--- config.mk ---
export PLATFORM = sky130hd
export DESIGN_NAME = distrib_top
export DESIGN_NICKNAME = d
export VERILOG_FILES = /design/src/verilog/distrib_pkg.sv /design/src/verilog/stream_fifo.sv /design/src/verilog/stream_distrib.sv /design/src/verilog/distrib_config.sv /design/src/verilog/distrib_top.sv
export VERILOG_INCLUDE_DIRS = /design/src /design/src/verilog
export SDC_FILE = /design/constraint.sdc
export NUM_CORES = 1
export LEC_CHECK = 0
export BUFFER_PORTS_ARGS = -buffer_cell sky130_fd_sc_hd__buf_2
export CORE_AREA = 2 2 315 317
export DETAILED_ROUTE_END_ITERATION = 8
export DIE_AREA = 0 0 317 319
export SETUP_SLACK_MARGIN = 0.02
export SLEW_MARGIN = 10
export SYNTH_ARGS = -nofsm -noshare
export SYNTH_HDL_FRONTEND = slang
export SYNTH_SLANG_ARGS = --single-unit
--- constraint.sdc ---
create_clock -name clk -period 7.4 [get_ports clk]
set_clock_uncertainty 0.2 [all_clocks]
set_input_delay 0.37 -clock clk [delete_from_list [all_inputs] [get_ports clk]]
set_output_delay 0.37 -clock clk [all_outputs]
set_load 0.05 [all_outputs]
--- src/verilog/distrib_macros.svh ---
/*
  Build-time sizing for the stream distributor.
  DISTRIB_FIFO_DEPTH must be a power of two and at least 2.
*/
`ifndef DISTRIB_MACROS_SVH
`define DISTRIB_MACROS_SVH

// number of output channels
`define DISTRIB_CHANNELS 4

// payload bits per beat, not counting last
`define DISTRIB_DATA_WIDTH 32

// entries in each per-channel FIFO
`define DISTRIB_FIFO_DEPTH 8

`endif

--- src/verilog/distrib_pkg.sv ---
/*
  Types shared by the distributor core, the channel FIFOs and the top level.
  Sizes come from the `define header and are fixed at build time.
*/
`default_nettype none
`include "distrib_macros.svh"

package distrib_pkg;

  //////////////////////////////
  // stream payload

  // one beat of the input and output streams
  typedef struct packed {
    logic [`DISTRIB_DATA_WIDTH-1:0] data;
    logic                           last;
  } beat_t;

  // one bit per output channel
  typedef logic [`DISTRIB_CHANNELS-1:0] chan_mask_t;

  // per-channel beats between core and FIFOs
  typedef beat_t [`DISTRIB_CHANNELS-1:0] beat_vec_t;

  //////////////////////////////
  // configuration

  // request on the config port, room for more fields later
  typedef struct packed {
    chan_mask_t mask;
  } cfg_write_t;

endpackage

`default_nettype wire

--- src/verilog/stream_fifo.sv ---
/*
  First-word fall-through FIFO for one channel. A write shows at the
  output one cycle later. Depth comes from DISTRIB_FIFO_DEPTH and must
  be a power of two so the pointers wrap on their own.
*/
`timescale 1ns/1ps
`default_nettype none
`include "distrib_macros.svh"

module stream_fifo (
  input  wire logic               clk,
  input  wire logic               rst,
  input  wire logic               in_valid,
  output logic                    in_ready,
  input  wire distrib_pkg::beat_t in_beat,
  output logic                    out_valid,
  input  wire logic               out_ready,
  output distrib_pkg::beat_t      out_beat
);

  import distrib_pkg::*;

  localparam int depth = `DISTRIB_FIFO_DEPTH;
  localparam int aw    = $clog2(depth);
  localparam logic [aw:0] count_full = (aw + 1)'(depth);

  beat_t         mem [depth];
  logic [aw-1:0] wr_ptr;
  logic [aw-1:0] rd_ptr;
  logic [aw:0]   count;
  logic          wr_en;
  logic          rd_en;

  assign in_ready  = (count != count_full);
  assign out_valid = (count != '0);
  assign wr_en     = in_valid & in_ready;
  assign rd_en     = out_valid & out_ready;

  //////////////////////////////
  // pointers and occupancy

  always_ff @(posedge clk) begin
    if (rst) begin
      wr_ptr <= '0;
      rd_ptr <= '0;
      count  <= '0;
    end else begin
      if (wr_en) begin
        wr_ptr <= wr_ptr + 1'b1;
      end
      if (rd_en) begin
        rd_ptr <= rd_ptr + 1'b1;
      end
      case ({wr_en, rd_en})
        2'b10:   count <= count + 1'b1;
        2'b01:   count <= count - 1'b1;
        default: count <= count;
      endcase
    end
  end

  //////////////////////////////
  // storage

  always_ff @(posedge clk) begin
    if (wr_en) begin
      mem[wr_ptr] <= in_beat;
    end
  end

  // head entry read straight from the array
  assign out_beat = mem[rd_ptr];

  //////////////////////////////
  // checks

  a_count_range : assert property (
    @(posedge clk) disable iff (rst)
    count <= count_full
  );

  // stalled head must not move or change
  a_head_stable : assert property (
    @(posedge clk) disable iff (rst)
    out_valid && !out_ready |=> out_valid && $stable(out_beat)
  );

endmodule

`default_nettype wire

--- src/verilog/stream_distrib.sv ---
/*
  Copies each input beat to every enabled channel. in_ready is registered,
  so with no back-pressure a beat is accepted every second cycle.
  The mask is sampled on the input transfer and a later mask change
  does not affect a beat already handed to the channels.
*/
`timescale 1ns/1ps
`default_nettype none
`include "distrib_macros.svh"

module stream_distrib (
  input  wire logic                    clk,
  input  wire logic                    rst,
  input  wire logic                    in_valid,
  output logic                         in_ready,
  input  wire distrib_pkg::beat_t      in_beat,
  input  wire distrib_pkg::chan_mask_t enable_mask,
  output distrib_pkg::chan_mask_t      dist_valid,
  input  wire distrib_pkg::chan_mask_t dist_ready,
  output distrib_pkg::beat_vec_t       dist_beat,
  output logic                         beat_taken,
  output logic                         beat_last
);

  import distrib_pkg::*;

  // channels that already have the current beat
  chan_mask_t done;
  chan_mask_t done_next;
  chan_mask_t dist_xfer;
  logic       in_xfer;

  assign in_xfer   = in_valid & in_ready;
  assign dist_xfer = dist_valid & dist_ready;
  assign done_next = done | dist_xfer;

  // packet boundary info for the config block
  assign beat_taken = in_xfer;
  assign beat_last  = in_beat.last;

  //////////////////////////////
  // input side

  // done starts full so in_ready comes up one cycle after reset
  always_ff @(posedge clk) begin
    if (rst) begin
      done     <= '1;
      in_ready <= 1'b0;
    end else if (in_xfer) begin
      // disabled channels count as done right away
      done     <= ~enable_mask;
      in_ready <= 1'b0;
    end else begin
      done     <= done_next;
      in_ready <= &done_next;
    end
  end

  //////////////////////////////
  // channel side

  // valid held until the channel takes it
  always_ff @(posedge clk) begin
    if (rst) begin
      dist_valid <= '0;
    end else if (in_xfer) begin
      dist_valid <= enable_mask;
    end else begin
      dist_valid <= dist_valid & ~dist_xfer;
    end
  end

  always_ff @(posedge clk) begin
    for (int n = 0; n < `DISTRIB_CHANNELS; n++) begin
      if (in_xfer && enable_mask[n]) begin
        dist_beat[n] <= in_beat;
      end
    end
  end

  //////////////////////////////
  // checks

  for (genvar n = 0; n < `DISTRIB_CHANNELS; n++) begin : g_chk
    // a held beat only leaves through a handshake
    a_valid_hold : assert property (
      @(posedge clk) disable iff (rst)
      $fell(dist_valid[n]) |-> $past(dist_ready[n])
    );

    // masked and finished channels hold no valid
    a_masked_idle : assert property (
      @(posedge clk) disable iff (rst)
      dist_valid[n] |-> !done[n]
    );
  end

  // next beat never accepted while a channel still holds the last one
  a_no_overrun : assert property (
    @(posedge clk) disable iff (rst)
    in_xfer |-> (dist_valid & ~dist_ready) == '0
  );

endmodule

`default_nettype wire

--- src/verilog/distrib_config.sv ---
/*
  Holds the channel enable mask. A write is accepted only between packets,
  so cfg_ready may stay low for a whole packet. Mask is all ones after reset.
*/
`timescale 1ns/1ps
`default_nettype none

module distrib_config (
  input  wire logic                    clk,
  input  wire logic                    rst,
  input  wire logic                    cfg_valid,
  output logic                         cfg_ready,
  input  wire distrib_pkg::cfg_write_t cfg_req,
  input  wire logic                    beat_taken,
  input  wire logic                    beat_last,
  output distrib_pkg::chan_mask_t      enable_mask
);

  import distrib_pkg::*;

  localparam chan_mask_t mask_all = '1;

  // high between the first and the last beat of a packet
  logic packet_open;
  logic cfg_xfer;

  //////////////////////////////
  // packet tracking

  always_ff @(posedge clk) begin
    if (rst) begin
      packet_open <= 1'b0;
    end else if (beat_taken) begin
      packet_open <= ~beat_last;
    end
  end

  //////////////////////////////
  // mask register

  // also blocked while a beat is taken, which may open a packet
  assign cfg_ready = ~packet_open & ~beat_taken;
  assign cfg_xfer  = cfg_valid & cfg_ready;

  always_ff @(posedge clk) begin
    if (rst) begin
      enable_mask <= mask_all;
    end else if (cfg_xfer) begin
      enable_mask <= cfg_req.mask;
    end
  end

  //////////////////////////////
  // checks

  // no channel sees a partial packet
  a_mask_frozen : assert property (
    @(posedge clk) disable iff (rst)
    packet_open |=> $stable(enable_mask)
  );

endmodule

`default_nettype wire

--- src/verilog/distrib_top.sv ---
/*
  Stream distributor with one FIFO per output channel.
  Input to output latency is two cycles when the FIFOs are empty.
*/
`timescale 1ns/1ps
`default_nettype none
`include "distrib_macros.svh"

module distrib_top (
  input  wire logic                    clk,
  input  wire logic                    rst,
  input  wire logic                    in_valid,
  output logic                         in_ready,
  input  wire distrib_pkg::beat_t      in_beat,
  input  wire logic                    cfg_valid,
  output logic                         cfg_ready,
  input  wire distrib_pkg::cfg_write_t cfg_req,
  output distrib_pkg::chan_mask_t      out_valid,
  input  wire distrib_pkg::chan_mask_t out_ready,
  output distrib_pkg::beat_vec_t       out_beat
);

  import distrib_pkg::*;

  chan_mask_t enable_mask;
  chan_mask_t dist_valid;
  chan_mask_t dist_ready;
  beat_vec_t  dist_beat;
  logic       beat_taken;
  logic       beat_last;

  distrib_config u_config (
    .clk         (clk),
    .rst         (rst),
    .cfg_valid   (cfg_valid),
    .cfg_ready   (cfg_ready),
    .cfg_req     (cfg_req),
    .beat_taken  (beat_taken),
    .beat_last   (beat_last),
    .enable_mask (enable_mask)
  );

  stream_distrib u_distrib (
    .clk         (clk),
    .rst         (rst),
    .in_valid    (in_valid),
    .in_ready    (in_ready),
    .in_beat     (in_beat),
    .enable_mask (enable_mask),
    .dist_valid  (dist_valid),
    .dist_ready  (dist_ready),
    .dist_beat   (dist_beat),
    .beat_taken  (beat_taken),
    .beat_last   (beat_last)
  );

  // one buffer per consumer
  for (genvar n = 0; n < `DISTRIB_CHANNELS; n++) begin : g_fifo
    stream_fifo u_fifo (
      .clk       (clk),
      .rst       (rst),
      .in_valid  (dist_valid[n]),
      .in_ready  (dist_ready[n]),
      .in_beat   (dist_beat[n]),
      .out_valid (out_valid[n]),
      .out_ready (out_ready[n]),
      .out_beat  (out_beat[n])
    );
  end

endmodule

`default_nettype wire

==> impl_metrics.csv <==
group,metric,value,unit
worst_setup_path,setup.reg_to_reg.worst_slack,4440,ps
floorplanning,initial_core_util,47.7,%
logic_synthesis,postSynth.topFlopCell,"edfxtp_1",
sta,final.setup.tns,0,ps
floorplanning,die_area,101000,µm²
outcome,run_status,"finished, final reports clean",
finish,ff_latch_area,37000,µm²
finish,synthesis_to_layout_area_growth,15.6,%
clocking,clock_pin_slew_worst_setup_and_hold_paths,60,ps
drt,post_drt_wl_per_cell,27.6,µm
power_and_ir_drop,p_leak,17.0,nW
placed_design,io_buffer_count,182,
floorplanning,coreArea,97700,µm²
sta,transition_time_at_the_pin_with_the_least_slew_margin,1120,ps
sta,hold_ws,134,ps
worst_setup_path,timing.critical_path.cells,"buf_4 -> mux4_2 -> mux2_2 -> buf_2",
worst_setup_path,critical_path_arrival,3370,ps
finish,finish.instance_area,53900,µm²
logic_synthesis,synth-edff-count,1188,
sta,post-route-worst-setup-slack,3460,ps
finish,multi_input_gate_area_in_the_final_layout,9350,µm²
sta,rsz_0062_raised_after_global_routing,"no",
logic_synthesis,avgSynthCellArea,23.0,µm²
worst_setup_path,cp-end-kind,"primary output",
clocking,clock_tree.htree_level_count,3,
worst_setup_path,cp_num_cells,4,
global_route,wire_length_of_the_first_global_routing_pass,150000,µm
worst_setup_path,regToRegEndpoint,"g_fifo[0].u_fifo.count[3]",
worst_setup_path,timing.critical_path.slowest_stage_cell,"buf_4",
logic_synthesis,async_flop_share,0,%
worst_setup_path,cells_on_worst_reg2reg_path,8,
logic_synthesis,synth.top_cells.by_area,"edfxtp_1 (76%), mux4_2 (13%), mux2_2 (3.3%)",
drt,drtIter0Drc,1624,
clocking,clk-insertion-delay-late,690,ps
power_and_ir_drop,fin_total_pwr,16.7,mW
power_and_ir_drop,p_per_area,310,nW/µm²
clocking,cts-root-to-sink-buffers,3,
clocking,tritoncts.num_buffers,121,
power_and_ir_drop,vdd.ir_drop.worst,0.228,mV
worst_setup_path,cp.required,6830,ps
logic_synthesis,post-synth-top-area-cell,"edfxtp_1",
placed_design,standard_cell_area_after_detailed_placement,49300,µm²
drt,wl,103000,µm
worst_setup_path,critical_path_buf_inv_count,2,
finish,fin_cells,3743,
logic_synthesis,synth_top_area_share,76.5,%
sta,min_period,3940,ps
sta,hold_violations,0,
finish,commonest_cells_after_routing_fill_and_taps_aside,"edfxtp_1 (1188), mux4_2 (264), buf_2 (182)",
worst_setup_path,cpLargestDelayFamily,"buffers and inverters",
global_route,grt_pass1_vias,22114,
logic_synthesis,number_of_nets_in_the_synthesized_netlist,2094,
worst_setup_path,crit_path_max_incr_delay,760,ps
flow_run,cap_viol_max_count,0,
logic_synthesis,syn-cell-area,46600,µm²
drt,drc_errors,0,
floorplanning,chipWidth,317,µm
sta,setup-violations-final,0,
finish,final_common_cell,"edfxtp_1",
placed_design,routabilityCongestion,0.717,
clocking,numClockSinks,1254,
global_route,grt_overflow_total,0,
clocking,setup_fix_bufs_post_cts,0,
floorplanning,die_h,319,µm
placed_design,placed_cells,3453,
clocking,tritoncts_clock_tree,"built",
sta,max_freq,254,MHz
floorplanning,pin_count,183,
logic_synthesis,postSynthCellCount,2029,
worst_hold_path,hold_removal_path_class,"in2reg",
clocking,clk_root_buffer_cell,"clkbuf_16",
placed_design,preCtsSetupSlack,4080,ps
logic_synthesis,yosysSeqAreaShare,79.3,%
worst_setup_path,worstSetupEndpoint,"out_beat[130]",
worst_setup_path,worst-setup-path-type,"reg2out",
placed_design,hpwlAfterDp,55400,µm
sta,slew_headroom,25.5,%
logic_synthesis,synthDistinctLibCells,42,
logic_synthesis,ys.warnings.count,0,
worst_setup_path,cp_startpoint_kind,"register",
drt,pre_antenna_drt_iters,5,
sta,timing.final.crit_share,53.3,%
global_route,grt_util_all_layers,20.9,%
logic_synthesis,synth.ff_latch_count,1254,
finish,drive_above_1_share,35.4,%
global_route,maximum_number_of_pins_on_one_net_before_global_route_repair,67,
drt,dr_total_vias,21005,
finish,post-route-util,55.2,%
drt,route.detailed.vias_per_inst,5.61,
floorplanning,row_cnt,115,
worst_setup_path,crit_fanout,40,
finish,layout.filler_cells,7267,
worst_setup_path,regToRegStartpoint,"g_fifo[0].u_fifo.count[0]",
drt,count_of_antenna_violating_nets_left_after_detailed_routing,0,
finish,final_net_count,2404,
sta,timing_max_transition_violations_final,0,
global_route,antenna_found_initial,24,
==> layer usage <==
| layer | vias up | track usage [%] | wire [µm] |
|---|---|---|---|
| met1 | 11192 | 28.3 | 42400 |
| met2 | 589 | 34.9 | 52900 |
| li1 | 9085 | - | - |
| met3 | 137 | 3.45 | 6100 |
| met4 | 2 | 6.16 | 2030 |
| met5 | - | 0 | 14 |
==> worst min-delay path: stages <==
cell and delay, ps:
buf_2 100, buf_4 300, nor2_1 170
==> sequential cells by signal, summed over array words and instances, names as in the netlist, named ones only <==
name / cells
u_distrib.dist_beat: 132
u_config.enable_mask: 4
g_fifo.u_fifo.rd_ptr: 12
g_fifo.u_fifo.mem: 1056
u_distrib.in_ready: 1
u_distrib.dist_valid: 4
u_config.packet_open: 1
g_fifo.u_fifo.count: 16
g_fifo.u_fifo.wr_ptr: 12
u_distrib.done: 4
==> how the worst min path moves through the flow <==
stage	start	cells past startpoint	end	slack, ps
after floorplan	u_config.enable_mask[0]	1	u_config.enable_mask[0]	240
after global placement	g_fifo[0].u_fifo.rd_ptr[1]	2	register	250
after detailed placement	u_config.enable_mask[0]	1	u_config.enable_mask[0]	260
after CTS	rst	3	register	110
after global routing	rst	3	register	160
final	rst	3	register	130
==> cell type report <==
class	count	area share (%)
flip-flops and latches	1254	68.6
multi-input cells	670	17.3
clock buffers	149	6.06
repair buffers	282	3.31
well taps	1287	2.99
clock inverters	79	1.53
inverters	10	0.0882
diodes	12	0.0557
==> where the power goes <==
group          internal [mW]  total, mW  switching (mW)
Combinational          0.912       2.29            1.38
Sequential              7.94       8.18           0.241
Clock                   3.71       6.26            2.55
==> cells in the mapped netlist (11+ instances only) <==
| master | n |
|---|---|
| nor2_1 | 52 |
| mux2_2 | 136 |
| buf_1 | 11 |
| edfxtp_1 | 1188 |
| buf_2 | 31 |
| mux4_2 | 264 |
| a21oi_1 | 21 |
| xor2_1 | 26 |
| o21ai_0 | 13 |
| nor3_1 | 16 |
| nand2_1 | 33 |
| nand3_1 | 16 |
| clkbuf_1 | 43 |
| dfxtp_1 | 66 |
| ha_1 | 20 |
==> kinds of logic after synthesis <==
| family | share of synthesized area, % |
|---|---|
| flip-flops | 79.3 |
| multiplexers | 16.1 |
| AND/OR/NAND/NOR | 1.84 |
| buffers and inverters | 1.05 |
| AO/OA/AOI/OAI | 0.606 |
| XOR/XNOR | 0.526 |
| adder cells (fa/ha/maj) | 0.537 |
==> timing repair <==
| item | 4_1_cts | 5_1_grt |
|---|---|---|
| resized for setup | 0 | 0 |
| hold buffers | 50 | 0 |
| endpoints found under the hold margin | 163 | 0 |
Note: power is estimated with default switching activity, not from simulation.
